File: config.mk
export PLATFORM = sky130hd
export DESIGN_NAME = mem_port_mux
export DESIGN_NICKNAME = d
export VERILOG_FILES = /design/src/common/cnn_cfg_pkg.sv /design/src/common/cnn_inst_pkg.sv /design/src/logic/mem_port_mux.sv
export SDC_FILE = /design/constraint.sdc
export NUM_CORES = 1
export LEC_CHECK = 0
export BUFFER_PORTS_ARGS = -buffer_cell sky130_fd_sc_hd__buf_2
export CAP_MARGIN = 15
export CORE_ASPECT_RATIO = 0.5
export CORE_UTILIZATION = 27
export DETAILED_ROUTE_END_ITERATION = 8
export GPL_TIMING_DRIVEN = 0
export PLACE_DENSITY = 0.83
export SLEW_MARGIN = 20
export SYNTH_ARGS = -nofsm -noshare
export SYNTH_HDL_FRONTEND = slang
export SYNTH_SLANG_ARGS = --single-unit
File: constraint.sdc
create_clock -name vclk -period 1.15
set_input_delay 0.23 -clock vclk [all_inputs]
set_output_delay 0.23 -clock vclk [all_outputs]
set_load 0.01 [all_outputs]
File: src/common/cnn_cfg_pkg.sv
package cnn_cfg_pkg;

	////////////////////
	// Array and memory sizes

	localparam int N_LANES = 4;     // Output lanes, one kernel each
	localparam int N_TAPS = 9;      // 3x3 kernel

	localparam int MEM_ADDR_W = 24; // Word address on the memory port
	localparam int LEN_W = 10;      // Word counts
	localparam int ROW_ADDR_W = 6;  // Coefficient buffer rows

	////////////////////
	// Datapath types

	typedef logic signed [7:0] pixel_t;

	// Tap k sits in byte k, also the memory word
	typedef logic [N_TAPS*$bits(pixel_t)-1:0] window_t;

	// Lane l kernel at bits 72l up
	typedef logic [N_LANES*$bits(window_t)-1:0] weight_row_t;

	typedef logic signed [15:0] bias_t;
	typedef logic [N_LANES*$bits(bias_t)-1:0] bias_row_t;

	// Holds 9 full products plus a bias with headroom
	typedef logic signed [23:0] acc_t;

	typedef logic signed [15:0] result_t;
	typedef logic [N_LANES*$bits(result_t)-1:0] result_row_t;

endpackage
File: src/common/cnn_inst_pkg.sv
package cnn_inst_pkg;

	import cnn_cfg_pkg::*;

	typedef enum logic [1:0] {
		LOAD_W  = 2'd0, // Fill weight rows
		LOAD_B  = 2'd1, // Fill bias rows
		COMPUTE = 2'd2, // Stream windows through the PE array
		NOP     = 2'd3
	} opcode_t;

	// Used bits ahead of the padding
	localparam int INST_USED_W = 2 + MEM_ADDR_W + LEN_W + ROW_ADDR_W + 4 + 1 + 1;

	typedef struct packed {
		opcode_t                 opcode;
		logic [MEM_ADDR_W-1:0]   mem_addr; // First memory word
		logic [LEN_W-1:0]        count;    // Words or windows
		logic [ROW_ADDR_W-1:0]   row;      // First buffer row
		logic [3:0]              shift;    // Arithmetic right shift
		logic                    relu;
		logic                    use_bias;
		logic [64-INST_USED_W-1:0] pad;
	} inst_t;

	// Owner of the shared memory read port
	typedef enum logic [1:0] {
		SEL_W = 2'd0,
		SEL_B = 2'd1,
		SEL_F = 2'd2
	} mem_sel_t;

endpackage

File: src/logic/mem_port_mux.sv
`timescale 1ns/1ps

module mem_port_mux import cnn_cfg_pkg::*, cnn_inst_pkg::*; (
	input  mem_sel_t              sel,

	input  logic [MEM_ADDR_W-1:0] w_addr,
	input  logic [LEN_W-1:0]      w_len,
	input  logic                  w_conf,
	input  logic                  w_req,

	input  logic [MEM_ADDR_W-1:0] b_addr,
	input  logic [LEN_W-1:0]      b_len,
	input  logic                  b_conf,
	input  logic                  b_req,

	input  logic [MEM_ADDR_W-1:0] f_addr,
	input  logic [LEN_W-1:0]      f_len,
	input  logic                  f_conf,
	input  logic                  f_req,

	input  logic                  mem_empty,
	output logic [MEM_ADDR_W-1:0] mem_addr,
	output logic [LEN_W-1:0]      mem_len,
	output logic                  mem_conf,
	output logic                  mem_req,

	output logic                  w_empty,
	output logic                  b_empty,
	output logic                  f_empty
);

	////////////////////
	// Command side, unit to memory

	always_comb begin
		mem_addr = '0;
		mem_len = '0;
		mem_conf = 1'b0;
		mem_req = 1'b0;
		case (sel)
			SEL_W: begin
				mem_addr = w_addr;
				mem_len = w_len;
				mem_conf = w_conf;
				mem_req = w_req;
			end
			SEL_B: begin
				mem_addr = b_addr;
				mem_len = b_len;
				mem_conf = b_conf;
				mem_req = b_req;
			end
			SEL_F: begin
				mem_addr = f_addr;
				mem_len = f_len;
				mem_conf = f_conf;
				mem_req = f_req;
			end
			default: ;
		endcase
	end

	////////////////////
	// Status side, memory to unit

	// Unselected units see an empty stream
	always_comb begin
		w_empty = (sel == SEL_W) ? mem_empty : 1'b1;
		b_empty = (sel == SEL_B) ? mem_empty : 1'b1;
		f_empty = (sel == SEL_F) ? mem_empty : 1'b1;
	end

endmodule

==> summary.md <==
| Metric | Value |
|---|---|
| Vias in the first global route | `1,199` |
| Core footprint | `2670 um2` |
| Cell Area, Synth | `777 um2` |
| Post-DRT Antenna Nets | `0` |
| Most frequent cells in the layout | `149 x buf_2, 31 x mux2i_1, 31 x o2bb2ai_1` |
| Logic pwr share | `1.000` |
| Crit Path Class | `in -> out` |
| Max-slew violations | `0` |
| Pin count of the biggest net entering global routing | `11` |
| Clock buffer count | `0` |
| P_int | `0.418 mW` |
| Syn Nets | `200` |
| Die area | `~3100 um2` |
| Crit path max-delay cell type | `buf_2` |
| Initial drt markers | `24` |
| Actual slew at the worst max-slew pin | `0.191 ns` |
| Clock share of power | `0` |
| DR WL/cell | `13.5 um` |
| Status | `finished with violations` |
| Worst Path Max Fanout | `7` |
| Layout Nets | `361` |
| Global-route wire length before repair | `5340 um` |
| Sequential share of the synthesized area | `0` |
| Setup violation total in the final timing report | `37` |
| P_leak | `1.04 nW` |
| Crit path cell chain | `buf_8, buf_12, buf_6, buf_6, mux2i_1, o2bb2ai_1, buf_2` |
| Fin crit share | `1.10` |
| I/O Pins | `150` |
| CP required | `0.92 ns` |
| Pwr dens | `397 nW/um2` |
| Grt ovf | `0` |
| Area Growth Syn to Fin | `138%` |
| Avg Cell Area, Syn | `8.73 um2` |
| Die width | `77.9 um` |
| Worst Path Arrival | `approximately 1.0 ns` |
| Buffers on Ports | `150` |
| Switching Share | `0.431` |
| Avg Vias per Cell | `4.85` |
| Final WL | `between 3000 and 4000 um` |
| Synth warnings | `0` |
| Starting Density | `0.291` |
| Gate Count Post-Synth | `89` |
| Via count | `1,382` |
| Worst VDD drop | `0.222 mV` |
| Count of final hold-check violations | `0` |
| HP Start | `sel[0]` |
| Synth cell types | `11` |
| Tot Pwr | `0.734 mW` |
| Fillers | `220` |
| Antenna violations before repair | `0` |
| Pre-antenna DRT Iters | `4` |
| Crit path capture type | `output port` |
| Antenna cells | `0` |
| Share of cells above drive strength 1 | `0.734` |
| Hold buffers post-CTS | `0` |
| Most common cell after layout, fill and taps aside | `buf_2` |
| GRT Overall Usage | `0.216` |
| Die height | `39.9 um` |
| Site Rows | `13` |
| Failing checks | `negative setup slack` |
| DP Worst Slack | `-0.292 ns` |
| Final worst path period need | `1.27 ns` |
| Worst setup path start | `sel[1]` |
| Fmax | `788 MHz` |
| Relative slew slack | `0.869` |
| RSZ-0062 raised after global routing | `true` |
| Final worst slack | `-0.119 ns` |
| GPL Wtd Cong | `around 0.73` |
| Sequential standard cell area | `0 um2` |
| Seq cells | `0` |
| WHS | `0.747 ns` |
| CP most frequent cell | `buf_6` |
| Critical path's largest stage delay | `around 0.14 ns` |
| Reg power frac | `0` |
| Residual DRC count | `0` |
| Max_cap viols | `0` |
| DP HPWL | `3010 um` |
| Switching power | `0.316 mW` |
| Path category of the worst min-delay check | `in -> out` |
| Startpoint Class | `input pin` |
-- synthesized netlist by cell type, drive strengths merged --
cell type	instances	area share
buf	10	0.087
clkbuf	2	0.0097
mux2i	36	0.46
nand2	1	0.0048
nand2b	1	0.0081
nor2	1	0.0048
nor2b	1	0.0081
o2bb2ai	36	0.41
or3	1	0.0081
-- cell type report --
class,instances,area [um2],share of cell area
buffer,12,158,0.0853
multi-input combinational,77,754,0.408
timing repair buffer,159,891,0.482
tap,37,46.3,0.0250
-- path summary, 6_finish.rpt --
check / endpoint / slack, ns / depth (start not counted)
setup / recovery: mem_addr[16] / -0.12 / 7
hold / removal: w_empty / 0.75 / 3
-- power by group through the flow --
stage          combinational, mW  clock, mW  sequential [mW]
5_1_grt                    0.793          0                0
3_5_place_dp               0.614          0                0
3_3_place_gp               0.595          0                0
4_1_cts                    0.698          0                0
2_1_floorplan              0.291          0                0
6_report                   0.734          0                0
-- logic make-up (layout without fill, tap and decap cells) --
| family | count (synthesis) | after routing | synth area share |
|---|---|---|---|
| buffers and inverters | 12 | 171 | 0.0966 |
| AND/OR/NAND/NOR | 5 | 5 | 0.0338 |
| multiplexers | 36 | 36 | 0.464 |
| AO/OA/AOI/OAI | 36 | 36 | 0.406 |
-- worst max-delay path, delay by kind of cell --
kind / cells / cell delay [ns]
buffers and inverters: 5 / 0.58
AOI/OAI and AO/OA: 1 / 0.11
muxes: 1 / 0.10
-- per-layer routing --
layer	share of wire	up-vias	wire length [um]	global-route usage
met4	0.011	0	42	0.0566
met5	0	-	0	0
li1	-	687	-	-
met2	0.56	48	2150	0.465
met1	0.39	641	1520	0.247
met3	0.036	6	138	0.0136
-- stage by stage --
stage               setup TNS (ns)  std cells  utilization  cell area [um2]
CTS                          -3.10        283        0.665             1770
detailed placement           -8.23        276        0.590             1570
global route                 -4.46        285        0.693             1850
finish                       -2.88        285        0.693             1850
floorplan                        0         89            -              777
global placement             -7.68        276        0.590             1570
-- what timing repair did --
| item | CTS | global route |
|---|---|---|
| resized for setup | 35 | 13 |
| gates cloned | 2 | 1 |
| endpoints found under the setup margin | 35 | 37 |
| pin swaps | 13 | 8 |
| buffers inserted | 5 | 1 |
No activity file was read; power rests on OpenSTA's default activity.
