<file path="config.mk">
export PLATFORM = sky130hd
export DESIGN_NAME = feature_fetch
export DESIGN_NICKNAME = d
export VERILOG_FILES = /design/src/common/cnn_cfg_pkg.sv /design/src/pe/feature_fetch.sv
export SDC_FILE = /design/constraint.sdc
export NUM_CORES = 1
export LEC_CHECK = 0
export BUFFER_PORTS_ARGS = -buffer_cell sky130_fd_sc_hd__clkbuf_2
export CAP_MARGIN = 20
export CORE_AREA = 2 2 96 98
export CTS_CLUSTER_SIZE = 10
export DETAILED_ROUTE_END_ITERATION = 10
export DIE_AREA = 0 0 98 100
export PLACE_DENSITY = 0.66
export REMOVE_ABC_BUFFERS = 1
export SLEW_MARGIN = 20
export SYNTH_ARGS = -nofsm -noshare
export SYNTH_HDL_FRONTEND = slang
export SYNTH_SLANG_ARGS = --single-unit
</file>
<file path="constraint.sdc">
create_clock -name clk -period 1.6 [get_ports clk]
set_input_delay 0.16 -clock clk [delete_from_list [all_inputs] [get_ports clk]]
set_output_delay 0.16 -clock clk [all_outputs]
set_load 0.01 [all_outputs]
</file>
<file path="src/common/cnn_cfg_pkg.sv">
package cnn_cfg_pkg;

	////////////////////
	// Array and memory sizes

	localparam int N_LANES = 4;     // Output lanes, one kernel each
	localparam int N_TAPS = 9;      // 3x3 kernel

	localparam int MEM_ADDR_W = 24; // Word address on the memory port
	localparam int LEN_W = 10;      // Word counts
	localparam int ROW_ADDR_W = 6;  // Coefficient buffer rows

	////////////////////
	// Datapath types

	typedef logic signed [7:0] pixel_t;

	// Tap k sits in byte k, also the memory word
	typedef logic [N_TAPS*$bits(pixel_t)-1:0] window_t;

	// Lane l kernel at bits 72l up
	typedef logic [N_LANES*$bits(window_t)-1:0] weight_row_t;

	typedef logic signed [15:0] bias_t;
	typedef logic [N_LANES*$bits(bias_t)-1:0] bias_row_t;

	// Holds 9 full products plus a bias with headroom
	typedef logic signed [23:0] acc_t;

	typedef logic signed [15:0] result_t;
	typedef logic [N_LANES*$bits(result_t)-1:0] result_row_t;

endpackage
</file>
<file path="src/pe/feature_fetch.sv">
`timescale 1ns/1ps

module feature_fetch import cnn_cfg_pkg::*; (
	input  logic                  clk,
	input  logic                  reset,

	input  logic                  start,
	input  logic [MEM_ADDR_W-1:0] mem_addr_in,
	input  logic [LEN_W-1:0]      count,
	input  logic [ROW_ADDR_W-1:0] row,
	input  logic                  use_bias,
	input  logic [3:0]            shift,
	input  logic                  relu,

	output logic [MEM_ADDR_W-1:0] addr,
	output logic [LEN_W-1:0]      len,
	output logic                  conf,
	input  logic                  empty,
	output logic                  req,
	input  window_t               mem_data,

	input  logic                  pipe_busy,
	output logic [ROW_ADDR_W-1:0] w_row_addr,
	output logic [ROW_ADDR_W-1:0] b_row_addr,
	output window_t               win,
	output logic                  win_valid,
	output logic                  cfg_use_bias,
	output logic [3:0]            cfg_shift,
	output logic                  cfg_relu,

	output logic                  busy
);

	logic [LEN_W-1:0] req_cnt;
	logic [LEN_W-1:0] rx_cnt;

	assign conf = start;
	assign addr = mem_addr_in;
	assign len = count;

	assign req = busy && (req_cnt != count) && !empty; // One window per cycle
	assign win = mem_data;

	always_ff @(posedge clk) begin
		if (reset) begin
			busy <= 1'b0;
			win_valid <= 1'b0;
			req_cnt <= '0;
			rx_cnt <= '0;
		end else begin
			win_valid <= req;
			if (start) begin
				busy <= 1'b1;
				req_cnt <= '0;
				rx_cnt <= '0;
			end else begin
				if (req)
					req_cnt <= req_cnt + 1'b1;
				if (win_valid)
					rx_cnt <= rx_cnt + 1'b1;
				// Hold until the PE pipeline has drained
				if (busy && (rx_cnt == count) && !win_valid && !pipe_busy)
					busy <= 1'b0;
			end
		end
	end

	// Coefficient rows and post-processing fixed for the whole run
	always_ff @(posedge clk) begin
		if (start) begin
			w_row_addr <= row;
			b_row_addr <= row;
			cfg_use_bias <= use_bias;
			cfg_shift <= shift;
			cfg_relu <= relu;
		end
	end

endmodule

</file>
==> metrics.md <==
| Metric | Value |
|---|---|
| FF-to-FF setup slack | -0.08 ns |
| Crit Reg-Reg Startpoint | req_cnt[9] |
| Via density | 5.008 |
| Clock sinks | 34 |
| 1st-pass router iterations | 6 |
| # IOs | 251 |
| Post-Route WL | 13,470 µm |
| Die H | 100 µm |
| Crit end category | flop |
| Syn_area_per_cell | 9.078 µm² |
| Slew headroom | 65.97% |
| Reg-to-reg endpoint | req_cnt[4] |
| Cell variety after synth | 37 |
| Critical path launch point type | flop |
| Top FF cell, synth | dfxtp_1 |
| Initial core utilization | 27.57% |
| CTS root buf | clkbuf_8 |
| Register-to-Register Path Depth | 6 |
| Max Cap Violations | 0 |
| Fillcell total | 953 |
| Crit Path Class | flop to flop |
| Gr ovfl total | 0 |
| Most common cell after layout, fill and taps aside | clkbuf_2 |
| Hold Crit Class | input port to flop |
| Setup TNS | -0.3855 ns |
| Clock skew | 0.006556 ns |
| TritonCTS clock tree | built |
| Clock Latency Late Sink | 0.29 ns |
| Cell area after synthesis | 2451 µm² |
| Leakage | 0.001070 µW |
| CORE AREA | 8890 µm² |
| Num CTS Buffers | 5 |
| Sequential element share of the synthesized area | 32.67% |
| PortBufs | 58 |
| Htree depth | 2 |
| Rows | 35 |
| Critical-path maximum fanout | 7 |
| Post-route DRC | 0 |
| Peak supply drop | 0.2872 mV |
| Net count, final | 366 |
| Drt wl/cell | 38.14 µm |
| Layout overhead on the synthesized area | -1.378% |
| Multi-input gate area | 883.3 µm² |
| Crit path largest cell delay | 0.34 ns |
| Launch point of the worst path | req_cnt[9] |
| Status | complete, but fails checks |
| Max Slew Vio Count | 0 |
| Largest net degree at the start of global routing | 19 |
| Clock-pin transition on the worst setup and hold timing paths | 0.07 ns |
| Vias | 1,768 |
| WP data arrival | 1.85 ns |
| Power Density | 760.7 nW/µm² |
| Number of synthesized flops with an enable pin | 12 |
| Final hold vios | 0 |
| Crit path to | req_cnt[4] |
| Hold-fix buffers at CTS | 0 |
| Ys async rst share | 0% |
| DP Area | 2128 µm² |
| Worst path slowest cell | dfxtp_1 |
| PnR Total Power | 1839 µW |
| Violated checks | setup timing |
| Die X | 98 µm |
| Die Area | 9800 µm² |
| Final period util | 104.9% |
| Synthesized flop and latch total | 34 |
| Clock buffer depth | 2 |
| Antenna Nets Post-Route | 0 |
| Reg area | 810.8 µm² |
| Yosys Warn Count | 0 |
| Antenna violations before repair | 0 |
| First-pass GRT wire length | 16,260 µm |
| Cell Chain, Critical Path | xor2_2 -> nor4_4 -> buf_4 -> a31oi_4 -> buf_6 -> a41o_2 |
| Iteration-0 DRC count of the detailed router | 77 |
| RePlAce Congestion | 1.007 |
| Min Tclk post-route | 1.679 ns |
| Critical Path RT | 1.78 ns |
| Share of layout cells above drive strength 1 | 50.00% |
| GRT Total Usage | 25.74% |
| Slew @ Worst Pin | 0.5085 ns |
| ANT cells | 0 |
| Finish-stage setup viols | 8 |
| Most frequent cells in the layout | clkbuf_2 (57), buf_4 (21), xor2_1 (16), dfxtp_1 (16), nand2_1 (15) |
| Post-route setup slack | -0.07899 ns |
| Final Cell Area | 2417 µm² |
| Post-DP HPWL | 12,000 µm |
| Synth Instances | 270 |
| Vias in the first global route | 1,553 |
| Max Freq | 595.6 MHz |
| RSZ-0062 raised after global routing | true |
report_power, final:
part	internal [µW]	leakage, µW	total (µW)	switching (µW)
Combinational	102	0.000723	234	133
Clock	347	0.0000482	665	318
Sequential	924	0.000298	939	15.8
per-stage QoR:
step,hold WS [ns],worst slack (ns),instances,util (%)
5_1_grt,0.02868,-0.1479,353,27.19
3_5_place_dp,0.3202,-0.08178,338,23.94
4_1_cts,0.03995,-0.09988,347,25.43
2_1_floorplan,0.2291,0.1059,153,-
3_3_place_gp,0.3202,-0.02030,338,23.94
6_report,0.04623,-0.07899,353,27.19
cells in the mapped netlist, drive strengths merged (3+ instances only):
cell type / n / area, µm²
nor2: 16 / 60.06
inv: 6 / 22.52
and3: 5 / 33.78
o21ai: 3 / 15.01
buf: 115 / 864.6
nor4: 3 / 31.28
nand4: 4 / 25.02
a31o: 3 / 26.28
xor2: 24 / 210.2
xnor2: 4 / 35.03
nand3: 4 / 20.02
edfxtp: 12 / 360.4
dfxtp: 22 / 440.4
or3: 3 / 18.77
a21oi: 8 / 43.79
nand2: 15 / 56.30
a31oi: 3 / 25.02
layout make-up:
cell class / count / area share (%)
clock buffer: 7 / 3.571
multi-input combinational: 113 / 36.54
sequential: 34 / 33.54
clock inverter: 1 / 0.2070
timing repair buffer: 81 / 19.46
tap: 111 / 5.745
inverter: 6 / 0.9317
worst min path at each step:
stage	start	to	slack, ns	depth (start not counted)
finish	shift[3]	cfg_shift[3]	0.05	1
global route	row[3]	b_row_addr[3]	0.03	1
CTS	shift[3]	cfg_shift[3]	0.04	1
detailed placement	mem_addr_in[0]	addr[0]	0.32	0
global placement	mem_addr_in[0]	addr[0]	0.32	0
floorplan	reset	busy	0.23	1
per-layer routing:
layer  track usage (%)  wire, µm  up-vias
met5             5.128         0        -
met4             12.61       724        0
met3             25.49      2816       28
met2             48.42      7324      251
met1             14.40      2599      775
li1                  -         -      714
state kept, by name (all words and copies together), names as in the netlist:
| name | count |
|---|---|
| b_row_addr | 6 |
| busy | 1 |
| cfg_relu | 1 |
| cfg_shift | 4 |
| cfg_use_bias | 1 |
| req_cnt | 10 |
| rx_cnt | 10 |
| win_valid | 1 |
critical path: cells and delay by family (launching register included):
| kind | cells | cell delay, ns |
|---|---|---|
| AO/OA/AOI/OAI | 2 | 0.36 |
| flip-flops | 1 | 0.34 |
| buffers and inverters | 2 | 0.34 |
| AND/OR/NAND/NOR | 1 | 0.32 |
| XOR/XNOR | 1 | 0.20 |
what timing repair did:
item / 4_1_cts / 5_1_grt
buffers inserted: 1 / 6
endpoints found under the setup margin: 7 / 11
pin swaps: 2 / 4
resized for setup: 5 / 23
hold endpoints to repair: 0 / 0
logic make-up (layout without fill, tap and decap cells):
group                      after synthesis  after routing  synth area share [%]
AOI/OAI and AO/OA                       23             23                 6.687
and+or+nand+nor                         58             58                 12.30
buffers and inverters                  123             95                 36.50
xor gates and xnor gates                28             28                 10.00
adders and majority gates                2              2                 1.021
muxes                                    2              2                0.8168
DFF                                     34             34                 32.67
Note: power is estimated with default switching activity, not from simulation.
