==> config.mk <==
export PLATFORM = sky130hd
export DESIGN_NAME = inst_decoder
export DESIGN_NICKNAME = d
export VERILOG_FILES = /design/src/common/cnn_cfg_pkg.sv /design/src/common/cnn_inst_pkg.sv /design/src/logic/inst_decoder.sv
export SDC_FILE = /design/constraint.sdc
export NUM_CORES = 1
export LEC_CHECK = 0
export BUFFER_PORTS_ARGS = -buffer_cell sky130_fd_sc_hd__buf_2
export CAP_MARGIN = 30
export CORE_MARGIN = 1
export CORE_UTILIZATION = 41
export DETAILED_ROUTE_END_ITERATION = 10
export PLACE_DENSITY_LB_ADDON = 0.25
export SLEW_MARGIN = 15
export SYNTH_ARGS = -nofsm -noshare
export SYNTH_HDL_FRONTEND = slang
export SYNTH_SLANG_ARGS = --single-unit
==> constraint.sdc <==
create_clock -name clk -period 2.7 [get_ports clk]
set_clock_uncertainty 0.15 [all_clocks]
set_input_delay 0.675 -clock clk [delete_from_list [all_inputs] [get_ports clk]]
set_output_delay 0.675 -clock clk [all_outputs]
set_load 0.01 [all_outputs]
==> src/common/cnn_cfg_pkg.sv <==
package cnn_cfg_pkg;

	////////////////////
	// Array and memory sizes

	localparam int N_LANES = 4;     // Output lanes, one kernel each
	localparam int N_TAPS = 9;      // 3x3 kernel

	localparam int MEM_ADDR_W = 24; // Word address on the memory port
	localparam int LEN_W = 10;      // Word counts
	localparam int ROW_ADDR_W = 6;  // Coefficient buffer rows

	////////////////////
	// Datapath types

	typedef logic signed [7:0] pixel_t;

	// Tap k sits in byte k, also the memory word
	typedef logic [N_TAPS*$bits(pixel_t)-1:0] window_t;

	// Lane l kernel at bits 72l up
	typedef logic [N_LANES*$bits(window_t)-1:0] weight_row_t;

	typedef logic signed [15:0] bias_t;
	typedef logic [N_LANES*$bits(bias_t)-1:0] bias_row_t;

	// Holds 9 full products plus a bias with headroom
	typedef logic signed [23:0] acc_t;

	typedef logic signed [15:0] result_t;
	typedef logic [N_LANES*$bits(result_t)-1:0] result_row_t;

endpackage
==> src/common/cnn_inst_pkg.sv <==
package cnn_inst_pkg;

	import cnn_cfg_pkg::*;

	typedef enum logic [1:0] {
		LOAD_W  = 2'd0, // Fill weight rows
		LOAD_B  = 2'd1, // Fill bias rows
		COMPUTE = 2'd2, // Stream windows through the PE array
		NOP     = 2'd3
	} opcode_t;

	// Used bits ahead of the padding
	localparam int INST_USED_W = 2 + MEM_ADDR_W + LEN_W + ROW_ADDR_W + 4 + 1 + 1;

	typedef struct packed {
		opcode_t                 opcode;
		logic [MEM_ADDR_W-1:0]   mem_addr; // First memory word
		logic [LEN_W-1:0]        count;    // Words or windows
		logic [ROW_ADDR_W-1:0]   row;      // First buffer row
		logic [3:0]              shift;    // Arithmetic right shift
		logic                    relu;
		logic                    use_bias;
		logic [64-INST_USED_W-1:0] pad;
	} inst_t;

	// Owner of the shared memory read port
	typedef enum logic [1:0] {
		SEL_W = 2'd0,
		SEL_B = 2'd1,
		SEL_F = 2'd2
	} mem_sel_t;

endpackage

==> src/logic/inst_decoder.sv <==
`timescale 1ns/1ps

module inst_decoder import cnn_inst_pkg::*; (
	input  logic     clk,
	input  logic     reset,

	input  logic     inst_empty,
	input  inst_t    instruct,
	output logic     inst_req,

	input  logic     w_busy,
	input  logic     b_busy,
	input  logic     f_busy,

	output logic     w_start,
	output logic     b_start,
	output logic     f_start,
	output inst_t    cur,
	output mem_sel_t sel,
	output logic     idle
);

	typedef enum logic [1:0] {
		S_FETCH,
		S_DECODE,
		S_START,
		S_WAIT
	} state_t;

	state_t state;
	logic   unit_busy;

	// One pulse per instruction, only out of FETCH
	assign inst_req = (state == S_FETCH) && !inst_empty;
	assign idle = (state == S_FETCH);

	assign w_start = (state == S_START) && (cur.opcode == LOAD_W);
	assign b_start = (state == S_START) && (cur.opcode == LOAD_B);
	assign f_start = (state == S_START) && (cur.opcode == COMPUTE);

	// Busy of whichever unit the current opcode started
	always_comb begin
		case (cur.opcode)
			LOAD_W:  unit_busy = w_busy;
			LOAD_B:  unit_busy = b_busy;
			COMPUTE: unit_busy = f_busy;
			default: unit_busy = 1'b0;
		endcase
	end

	always_ff @(posedge clk) begin
		if (reset) begin
			state <= S_FETCH;
			sel <= SEL_W;
		end else begin
			case (state)
				S_FETCH: begin
					if (inst_req)
						state <= S_DECODE; // Word shows up next cycle
				end
				S_DECODE: begin
					state <= S_START;
					case (instruct.opcode)
						LOAD_W:  sel <= SEL_W;
						LOAD_B:  sel <= SEL_B;
						COMPUTE: sel <= SEL_F;
						default: sel <= sel; // NOP leaves the port alone
					endcase
				end
				S_START: begin
					state <= (cur.opcode == NOP) ? S_FETCH : S_WAIT;
				end
				S_WAIT: begin
					if (!unit_busy)
						state <= S_FETCH;
				end
				default: state <= S_FETCH;
			endcase
		end
	end

	// Instruction fields stay put until the unit is done
	always_ff @(posedge clk) begin
		if (state == S_DECODE)
			cur <= instruct;
	end

endmodule

==> results of run 1 <==
[worst register-to-register path, cell delays in order (launching register included)]
cell	delay, ns
dfxtp_1	0.37
nand2b_2	0.24
inv_2	0.32
buf_12	0.27
[logic make-up (layout without fill, tap and decap cells)]
| group | Yosys count | after routing | share of synthesized area |
|---|---|---|---|
| buf+inv | 1 | 159 | 0.001752 |
| simple gates | 16 | 16 | 0.05085 |
| compound gates | 3 | 3 | 0.007595 |
| mux | 1 | 1 | 0.004676 |
| flops | 68 | 68 | 0.9351 |
[per-layer routing]
layer  up-vias  global-route usage  wire length (um)
li1        656                   -                 -
met1       620              0.1712              1608
met2        82              0.2586              2218
met3         9             0.04201               364
met4         0             0.09434                91
met5         -                   0                 0
[metrics by stage]
stage | power, mW | cells | hold slack, ns
after global routing | 2.440 | 314 | 0.3534
after CTS | 2.380 | 314 | 0.3483
final | 2.350 | 314 | 0.3498
after global placement | 1.493 | 298 | 0.3432
after detailed placement | 1.498 | 298 | 0.3331
after floorplan | 1.369 | 89 | 0.3499
[cell type report]
class / count / area [um^2]
Multi-Input combinational cell: 20 / 135.1
Clock inverter: 7 / 91.34
Inverter: 1 / 3.754
Fill cell: 373 / 1712
Timing Repair Buffer: 142 / 728.2
Sequential cell: 68 / 2002
Tap cell: 67 / 83.83
Clock buffer: 9 / 123.9
[registers in the layout, summed over array words and instances (netlist names)]
register	flops
cur	64
sel	2
state	2
[worst paths after layout]
path | from | slack (ns) | endpoint | cells after the start
worst max-delay path | cur[62] | 0.65 | w_start | 2
worst min-delay path | sel[1] | 0.35 | sel[1] | 2
worst max register to register | state[1] | 1.04 | cur[16] | 3
worst min register to register | sel[1] | 0.35 | sel[1] | 2
[synthesized netlist by cell type (all sizes together)]
master and number:
edfxtp 64, nor2 6, dfxtp 4, nor3 3, and4bb 2, a21oi 1, a31oi 1, inv 1
mux2i 1, nand2b 1, nand3 1, nand3b 1, nor2b 1, nor4b 1, o21ai 1
[where the power goes]
part / switching [mW] / leakage [nW] / internal (mW) / total, mW
Combinational: 0.117 / 0.616 / 0.0946 / 0.212
Clock: 0.362 / 0.111 / 0.516 / 0.879
Sequential: 0.0214 / 0.626 / 1.24 / 1.26
==> results.md, run 1 <==
Run status:
- The run finished with clean final reports.

Synthesis:
- Yosys attributes the largest share of cell area to edfxtp_1, dfxtp_1, and4bb_2.
- In this run the cell area of the synthesized design comes to around 2100 um^2.
- The number of distinct library cells after synthesis is 17.
- The number of standard cells after synthesis is just under 90.
- The area fraction of the dominant cell type after synthesis is 0.8977.
- Counting every net in the synthesized netlist gives 159.
- The largest total area in the synthesized netlist belongs to edfxtp_1.
- The number of warnings printed during yosys synthesis is 0.
- After synthesis the netlist holds a flip-flop and latch count of 68.
- For this run, the register share of the synthesized area comes to 0.9351.
- The per-instance average area after synthesis is roughly 24 um^2.

Detailed routing:
- The detailed router finished its first iteration with 59 violations.
- The final route contains between 1k and 1.5k vias.
- Before antenna repair, the detailed router went through 4 iterations.
- Summed over all layers, the routed wires come to 4.283 mm.
- The via density per instance is ~4.4.
- For this run, design rule violations remaining after detail routing come to 0.
- Once detail routing completed, the nets flagged for antenna violations numbered 0.
- The post-detailed-route wirelength per cell is 13.64 um.

Floorplan:
- After floorplanning, the core was sized to cover around 4900 um^2.
- The die is 74.26 um wide.
- The initialized floorplan defines 25 standard-cell rows.
- The die covers about 5500 um^2.
- The vertical extent of the die is roughly 74 um.
- Pin placement for this block handled 141 I/O pins.
- The initial utilization of the core area, before any placement, comes to 0.4387.

Placed design:
- The number of buffers added on ports is 140.
- The placed wire-length estimate is 3.167 mm.
- The worst slack at placement is 0.7262 ns.
- Summing all placed instances gives a cell area of between 2000 and 3000 um^2.
- The final RePlAce weighted congestion is about 0.65.

Critical path:
- The cell type of the slowest stage on the worst timing path is edfxtp_1.
- The worst setup path is launched from a flop.
- The critical path goes through nor4b_1 -> buf_2.
- The number of buffers and inverters on the critical path is 1.
- The critical path required time is 1.88 ns.
- The worst setup path category is flop to primary output.
- Of all nets on the critical path, the largest fanout is 6.
- The cell family with the largest share of critical-path delay is flip-flops.
- The worst setup path is captured at a primary output.
- The longest individual stage delay on the worst path is 0.44 ns.
- For the worst setup path, the data arrival time is 1.23 ns.

Global routing:
- The global-route wire length before repair is 5.899 mm.
- The overflow left after global routing is 0.
- The largest net degree at the start of global routing is 37.
- The via count of the first global-routing pass was about 1.3k.
- For this run, the total global-route usage over all layers was measured as 0.1524.
- The initial antenna violation count came to 0.

Final layout:
- The share of layout cells above drive strength 1 is 0.6640.
- Once layout is complete, the utilization of the core stands at 0.6492.
- The post-layout net count is 312.
- The top cell types in the final layout, fill and taps aside, are buf_2, edfxtp_1, clkbuf_8.
- The total inserted antenna cells is 0.
- The most common cell after layout, fill and taps aside is buf_2.
- The post-layout instance area is 3168 um^2.
- The post-synthesis to final-layout area growth is 47.98%.

CTS:
- The H-tree generated during clock tree synthesis spans 3 levels.
- In this run, CTS created clock tree buffers numbering 9.
- The TritonCTS clock tree is built.
- The clock tree root buffer cell is clkbuf_8.
- After clock tree synthesis, the clock-pin slew on the worst setup and hold paths is around 0.07 ns.
- The latest clock arrival within the worst-skew pair is between 0.3 and 0.4 ns.
- The post-cts sizing count is 0.
- The maximum count of clock buffers along a single path is 2.
- The post-cts hold buffer count is 0.
- The clock sink count is 68.
- The setup fix buffers added after clock tree synthesis is 0.

Flow run:
- The max-capacitance violation count is 0.

Timing:
- The count of final hold-check violations is 0.
- The time the worst path needs with I/O delays and setup is 2.053 ns.
- The slew at the pin closest to its max-slew limit is 0.3839 ns.
- The highest achievable clock rate is slightly below 500 MHz.
- In the finished design, the share of the clock period the worst path needs comes to 0.7604.
- The number of max-slew violations in the final report is 0.
- Headroom to the max-slew limit came out at 0.7437.
- Setup violations remaining at the end of the flow were counted as 0.
- The worst setup slack after layout is between 0.6 and 0.7 ns.
- The final-layout setup total negative slack is 0 ns.
- Setup repair after global routing left no endpoint under its margin.

Power:
- For this design the static power due to leakage is 1.353 nW.
- Power spread over the standard cell area amounts to 741.9 nW/um^2.
- The worst voltage drop across the vdd grid is 0.4113 mV.

Hold path:
- The class of the tightest hold or removal check is flop to flop.
No activity file was read; power rests on OpenSTA's default activity.
==> inputs of run 2 (changes only) <==
- CORE_UTILIZATION: 41 -> 37
- clock period: 2.7 -> 1.7 ns (I/O delays scaled with it)
==> results.md, run 2 (synthesis results as in run 1) <==
Critical path:
- The worst register-to-register path ends at state[0].
- The data arrival time of the critical path is 1.22 ns (about the same).
- The startpoint of the lowest-slack register-to-register path is cur[63].
- The critical path required time came to 1.12 ns (-0.76 ns).
- Among all stages on the critical path, the largest delay is contributed by edfxtp_1.
- The longest individual stage delay on the worst path is 0.46 ns (+0.02 ns).
- The category of the worst setup path launch point is a flop.
- The cell depth of the worst setup path is 2 (unchanged).
- The critical path is of the flop to primary output type.
- The cell family with the largest share of critical-path delay is flip-flops.
- The length in cells of the worst reg-to-reg path is 6 (+3).
- The buffer and inverter count on the worst path came to 1 (unchanged).
- The type of element capturing the critical path is a primary output.
- The maximum fanout along the worst path was 5 (-1).
- The register-to-register path setup slack is 0.23 ns (-0.81 ns).
- The critical path goes through and4bb_2 -> buf_6.

Run status:
- The run finished, with violations left.
- The final reports fail on setup timing.

Power:
- The worst voltage drop across the vdd grid is 0.6448 mV (+57%).
- The cell leakage power was 1.358 nW (+0.39%).
- The part of the total power dissipated in combinational logic is 0.100 (+0.010).
- The clock network fraction of total power came to 0.340 (-0.034).
- The internal power consumption is 2.799 mW (+51%).
- The switching power is 0.7780 mW (+55%).
- The power density normalized to cell area is 1111 nW/um^2 (+50%).
- The total design power came to 3.577 mW (+52%).
- The sequential cell fraction of total power is 0.560 (+0.024).
- The switching share of power was 0.2175 (+0.004488).

Global routing:
- The via count of the first global-routing pass is 1256 (-1.8%).
- The initial antenna violation count is 0 (unchanged).
- The overflow left after global routing is 0 (unchanged).
- The global-route wire length before repair came to 6.065 mm (+2.8%).
- The global-route usage over all layers came to 0.1376 (-0.01482).
- The largest net degree at the start of global routing came to 37 (unchanged).

Floorplan:
- The floorplan die area is 6094 um^2 (+11%).
- The number of top-level pins is 141 (unchanged).
- The standard-cell row count is 27 (+8.0%).
- The standard cell core area was 5540 um^2 (+14%).
- The initial cell density of the core is 0.3864 (-0.05231).
- The overall die width was 78.07 um (+5.1%).
- The vertical extent of the die is 78.07 um (+5.1%).

Final layout:
- The non-filler instance count after layout was 323 (+2.9%).
- The most common cell after layout, fill and taps aside is buf_2.
- Compared with the post-synthesis result, the final layout area differs by 50.38%.
- The flip-flop count of the largest register after layout is 64 (unchanged).
- In the final layout, the registers with the most flip-flops are cur: 64 flops, sel: 2 flops, state: 2 flops.
- The post-layout instance area is 3219 um^2 (+1.6%).
- The share of layout cells above drive strength 1 is 0.6733 (+0.009339).
- The count of fill cells added during filler insertion is 469 (+26%).
- The most flop-heavy register is cur.
- The final core utilization is 0.5811 (-0.06816).
- The post-layout net count is 316 (+1.3%).
- The top cell types in the final layout, fill and taps aside, are buf_2, edfxtp_1, clkbuf_8.
- The total inserted antenna cells is 0 (unchanged).

Flow run:
- The max-capacitance violation count is 0 (unchanged).

Timing:
- The number of max-slew violations in the final report is 0 (unchanged).
- The highest achievable clock rate is 557.5 MHz.
- In the finished design, the share of the clock period the worst path needs comes to 1.055.
- The slew at the pin closest to its max-slew limit is 0.1915 ns (-0.1924 ns).
- The worst max-slew margin expressed relative to the limit is 0.8723 (+0.1286).
- The smallest clock period supported by the final layout is computed as 1.794 ns.
- The number of endpoints failing setup at the final stage is 3 (+3).
- The worst setup slack after layout is -0.09359 ns (-0.7405 ns).
- The final-layout setup total negative slack is -0.2521 ns (-0.2521 ns).
- Setup repair after global routing could not meet its margin everywhere.
- The count of final hold-check violations is 0 (unchanged).

Placed design:
- The final RePlAce weighted congestion is 0.6633 (+2.1%).
- The number of buffers added on ports came to 140 (unchanged).
- The area after detailed placement came to 2982 um^2 (+0.97%).
- The placed cell count was 303 (+1.7%).

CTS:
- The post-cts hold buffer count was 0 (unchanged).
- The clock sink count was 68 (unchanged).
- The maximum count of clock buffers along a single path is 2 (unchanged).
- The latest clock arrival within the worst-skew pair came to 0.32 ns (about the same).
- The clock input transition at the sequential cells of the worst setup and hold paths is 0.07 ns (about the same).
- The number of buffers added by the clock tree synthesis step came to 9 (unchanged).
- TritonCTS built the clock tree.
- In this run the clock root is driven by a clkbuf_8.
- The maximum level of the CTS H-tree came to 3 (unchanged).

Detailed routing:
- The number of detailed-routing iterations run before antenna repair is 4 (unchanged).
- The number of antenna-violating nets in the routed design is 0 (unchanged).
- The number of remaining DRC errors came to 0 (unchanged).
- The post-detailed-route wirelength per cell is 13.02 um (-4.6%).
- The post-detailed-routing wire length is 4.204 mm (-1.8%).
- The overall via count from detail_route is 1412 (+3.3%).
- The via density per instance is 4.372 (+0.41%).
- The number of DRC markers in iteration 0 was 37 (-37%).

Hold path:
- The path with the worst hold slack has its endpoint at cur[4].
- The tightest min-delay check is of the input pin to flop type.
- In this run the most critical hold path is launched from instruct[4].
- The number of instances on the worst hold path is 1 (-1).
==> run 2: area by class of cell <==
cell class              count  area [um^2]  share of cell area
flip-flops and latches     68         2004              0.6226
repair buffers            146        783.3              0.2433
multi-input cells          20        151.4             0.04703
clock buffers              10        127.6             0.03964
well taps                  72        90.09             0.02798
clock inverters             6        55.05             0.01710
inverters                   1        7.507            0.002332
==> run 2: worst max-delay path by stage <==
stage,start,end
after floorplan,state[1],cur[0]
after global placement,cur[62],w_start
after detailed placement,cur[63],b_start
after CTS,cur[63],b_start
after global routing,cur[62],f_start
final,cur[63],b_start
==> run 2: what timing repair did <==
| action | in CTS | in global routing |
|---|---|---|
| gates cloned | 0 | 0 |
| gates resized for setup | 5 | 0 |
| hold endpoints to repair | 0 | 0 |
| setup endpoints to repair | 4 | 3 |
| setup buffers | 2 | 2 |
| pin swaps | 2 | 2 |
==> run 2: worst reg2reg max path, stage by stage, from the launching register on <==
cell and delay [ns]:
edfxtp_1 0.46, buf_4 0.17, buf_4 0.13, mux2i_1 0.14
nand3b_1 0.11, a31oi_1 0.18, nor2_1 0.05
==> run 2: metrics by stage <==
step           setup slack (ns)  hold slack [ns]
2_1_floorplan           -0.2696           0.3272
3_3_place_gp             0.2258           0.3332
3_5_place_dp             0.2394           0.3338
4_1_cts                -0.09401           0.1028
5_1_grt                 -0.1441           0.1011
6_report               -0.09359           0.1167
==> run 2: per-layer routing <==
layer | global-route usage | vias to the layer above | part of all wire
li1 | - | 667 | -
met1 | 0.1492 | 640 | 0.38
met2 | 0.2167 | 91 | 0.47
met3 | 0.05930 | 14 | 0.12
met4 | 0.09630 | 0 | 0.033
met5 | 0 | - | 0
==> run 2: power by group through the flow <==
stage                     clock network [mW]  logic [mW]  registers (mW)
after floorplan                            0      0.0772            2.10
after global placement                     0       0.350            2.04
after detailed placement                   0       0.353            2.04
after CTS                               1.25       0.361            2.00
after global routing                    1.30       0.387            2.01
final                                   1.22       0.358            2.00
==> inputs of run 3 (changes only) <==
- BUFFER_PORTS_ARGS: -buffer_cell sky130_fd_sc_hd__buf_2 -> default
- CORE_UTILIZATION: 37 -> 54
- DONT_BUFFER_PORTS: default -> 1
==> results.md, run 3 (synthesis results as in run 1) <==
Final layout:
- The post-synthesis to final-layout area growth is 14.79%.
- The post-layout instance area was 2457 um^2 (-24%).
- The count of fill cells added during filler insertion is 263 (-44%).
- The flip-flop count of the largest register after layout came to 64 (unchanged).
- In the final layout, the registers with the most flip-flops are cur: 64 flops, sel: 2 flops, state: 2 flops.
- The total inserted antenna cells is 0 (unchanged).
- The share of layout cells above drive strength 1 is 0.2523 (-0.4211).
- The most flop-heavy register is cur.
- The area occupied by multi-input gates came to 151.4 um^2 (unchanged).
- The post-layout net count is 178 (-44%).
- The library cells used most frequently in the layout, excluding fill and tap cells, are edfxtp_1, clkbuf_8, buf_4.
- The sequential cell area is 2003 um^2 (about the same).
- The final core utilization is 0.6564 (+0.07534).
- The most common cell after layout, fill and taps aside is edfxtp_1.

CTS:
- The clock tree root buffer cell is clkbuf_8.
- The maximum level of the CTS H-tree is 3 (unchanged).
- The maximum count of clock buffers along a single path is 2 (unchanged).
- The number of buffers added by the clock tree synthesis step is 9 (unchanged).
- The TritonCTS clock tree is built.
- The clock input transition at the sequential cells of the worst setup and hold paths was 0.06 ns (about the same).
- The latest clock arrival within the worst-skew pair was 0.32 ns (about the same).
- The clock sink count is 68 (unchanged).

Placed design:
- The area after detailed placement is 2273 um^2 (-24%).
- Detailed placement finished with a half-perimeter wire length of 2.644 mm.
- The worst slack at placement is 0.1313 ns (-0.1081 ns).
- The final RePlAce weighted congestion is 0.7956 (+20%).
- The number of buffers added on ports is 0 (-100%).

Floorplan:
- The standard cell core area came to 3744 um^2 (-32%).
- The standard-cell row count is 22 (-19%).
- The number of top-level pins is 141 (unchanged).
- The floorplan die area came to 4220 um^2 (-31%).
- The initial cell density of the core is 0.5719 (+0.1855).
- The overall die width is 64.97 um (-17%).
- The vertical extent of the die is 64.97 um (-17%).

Global routing:
- The via count of the first global-routing pass is 879 (-30%).
- The fraction of met2 tracks used by global routing is 0.2760 (+0.05938).
- The overflow left after global routing is 0 (unchanged).
- The global-route usage over all layers is 0.1776 (+0.04003).
- The global-route wire length before repair is 4.933 mm (-19%).
- The initial antenna violation count was 0 (unchanged).
- met2 is the most crowded layer.
- The met1 track demand over resource is 0.1915 (+0.04232).
- The largest net degree at the start of global routing is 35 (-5.4%).
- The met3 routing resource usage after global routing is 0.07570 (+0.01640).

Critical path:
- The data arrival time of the critical path is 1.23 ns (about the same).
- The cell family with the largest share of critical-path delay is flip-flops.
- The maximum fanout along the worst path was 4 (-1).
- STA classifies the critical path startpoint as a flop.
- The cell type of the slowest stage on the worst timing path is edfxtp_1.
- The startpoint of the lowest-slack register-to-register path is state[0].
- The longest individual stage delay on the worst path is 0.44 ns (-0.02 ns).
- The buffer and inverter count on the worst path is 1 (unchanged).
- The critical path required time came to 1.12 ns (about the same).
- The critical path goes through nor4b_2 -> buf_4.
- The most critical setup path has its startpoint at cur[62].
- The worst setup path category is flop to primary output.
- The type of element capturing the critical path is a primary output.

Run status:
- The run finished, with violations left.
- The checks that failed: setup timing.

Timing:
- The worst setup slack after layout is -0.1068 ns (-0.01318 ns).
- The worst max-slew margin expressed relative to the limit is 0.7721 (-0.1002).
- The count of final hold-check violations was 0 (unchanged).
- The number of endpoints failing setup at the final stage was 3 (unchanged).
- The part of the cycle the worst path needs came to 1.063 (+0.007751).
- The highest achievable clock rate came to 553.5 MHz (-0.73%).
- The worst hold-check slack is 0.02030 ns (-0.09638 ns).
- The number of max-slew violations in the final report is 0 (unchanged).
- The time the worst path needs with I/O delays and setup is 1.807 ns (+0.01318 ns).
- The slew at the pin closest to its max-slew limit came to 0.3413 ns (+0.1498 ns).
- Setup repair after global routing could not meet its margin everywhere.

Power:
- The part of the total power dissipated in combinational logic is 0.041 (-0.059).
- The switching power was 0.7014 mW (-9.9%).
- The cell leakage power is 0.7881 nW (-42%).
- The total design power is 3.231 mW (-9.7%).
- The worst voltage drop across the vdd grid is 0.6466 mV (+0.27%).
- The power density normalized to cell area was 1315 nW/um^2 (+18%).
- The switching share of power was 0.2171 (-0.0004366).
- The clock network fraction of total power is 0.316 (-0.024).
- The internal power consumption is 2.530 mW (-9.6%).
- The sequential cell fraction of total power is 0.643 (+0.083).

Hold path:
- In this run the most critical hold path is launched from reset.
- The class of the tightest hold or removal check is input pin to flop.

Detailed routing:
- The via density per instance is 5.786 (+32%).
- The number of remaining DRC errors is 0 (unchanged).
- The post-detailed-routing wire length is 3.666 mm (-13%).
- The number of antenna-violating nets in the routed design is 0 (unchanged).
- The number of detailed-routing iterations run before antenna repair is 4 (unchanged).
- The post-detailed-route wirelength per cell is 23.06 um (+77%).
- The number of DRC markers in iteration 0 is 96 (+160%).
- The overall via count from detail_route came to 920 (-35%).

Flow run:
- The max-capacitance violation count is 0 (unchanged).
==> run 3: cell types whose count changed in the layout (fill, tap and decap cells not counted), sizes merged <==
cell / change
buf: -139
clkinvlp: +1
clkinv: -3
clkbuf: +1
bufinv: -1
dlygate4sd3: +1
==> run 3: metal layers <==
metal,part of all wire,wire length (um),up-vias
li1,-,-,388
met1,0.37,1355,443
met2,0.52,1895,80
met3,0.091,334,9
met4,0.022,81,0
met5,0,0,-
==> run 3: per-stage QoR <==
| stage | TNS, ns | std cells |
|---|---|---|
| floorplan | -17.26 | 89 |
| global placement | 0 | 142 |
| detailed placement | 0 | 142 |
| CTS | -0.3207 | 158 |
| global route | -0.3979 | 159 |
| finish | -0.2316 | 159 |
==> run 3: worst reg2reg max path: cells and delay by family (launching register included) <==
family | cells | cell delay, ns
DFF | 1 | 0.52
buffers and inverters | 2 | 0.34
and+or+nand+nor | 1 | 0.12
==> run 3: final timing paths <==
check / cells after the start / end / slack [ns]
worst max-delay path: 2 / w_start / -0.11
worst min register to register: 2 / state[1] / 0.39
worst min-delay path: 1 / state[0] / 0.02
worst max register to register: 3 / cur[51] / 0.25
==> run 3: layout make-up <==
cell class,count,area share
Inverter,1,0.003055
Tap cell,48,0.02444
Sequential cell,68,0.8152
Clock buffer,11,0.05346
Clock inverter,3,0.006619
Multi-Input combinational cell,20,0.06161
Timing Repair Buffer,8,0.03564
==> run 3: repair_timing <==
| item | in CTS | in global routing |
|---|---|---|
| setup endpoints to repair | 4 | 4 |
| hold buffers | 1 | 0 |
| buffers inserted | 1 | 1 |
| gates resized for setup | 2 | 0 |
| endpoints found under the hold margin | 2 | 0 |
==> run 3: power by group through the flow <==
stage                     sequential, mW  combinational, mW  clock [mW]
after floorplan                     2.10             0.0772           0
after global placement              2.11              0.120           0
after detailed placement            2.11              0.125           0
after CTS                           2.08              0.131        1.05
after global routing                2.09              0.144        1.11
final                               2.08              0.132        1.02
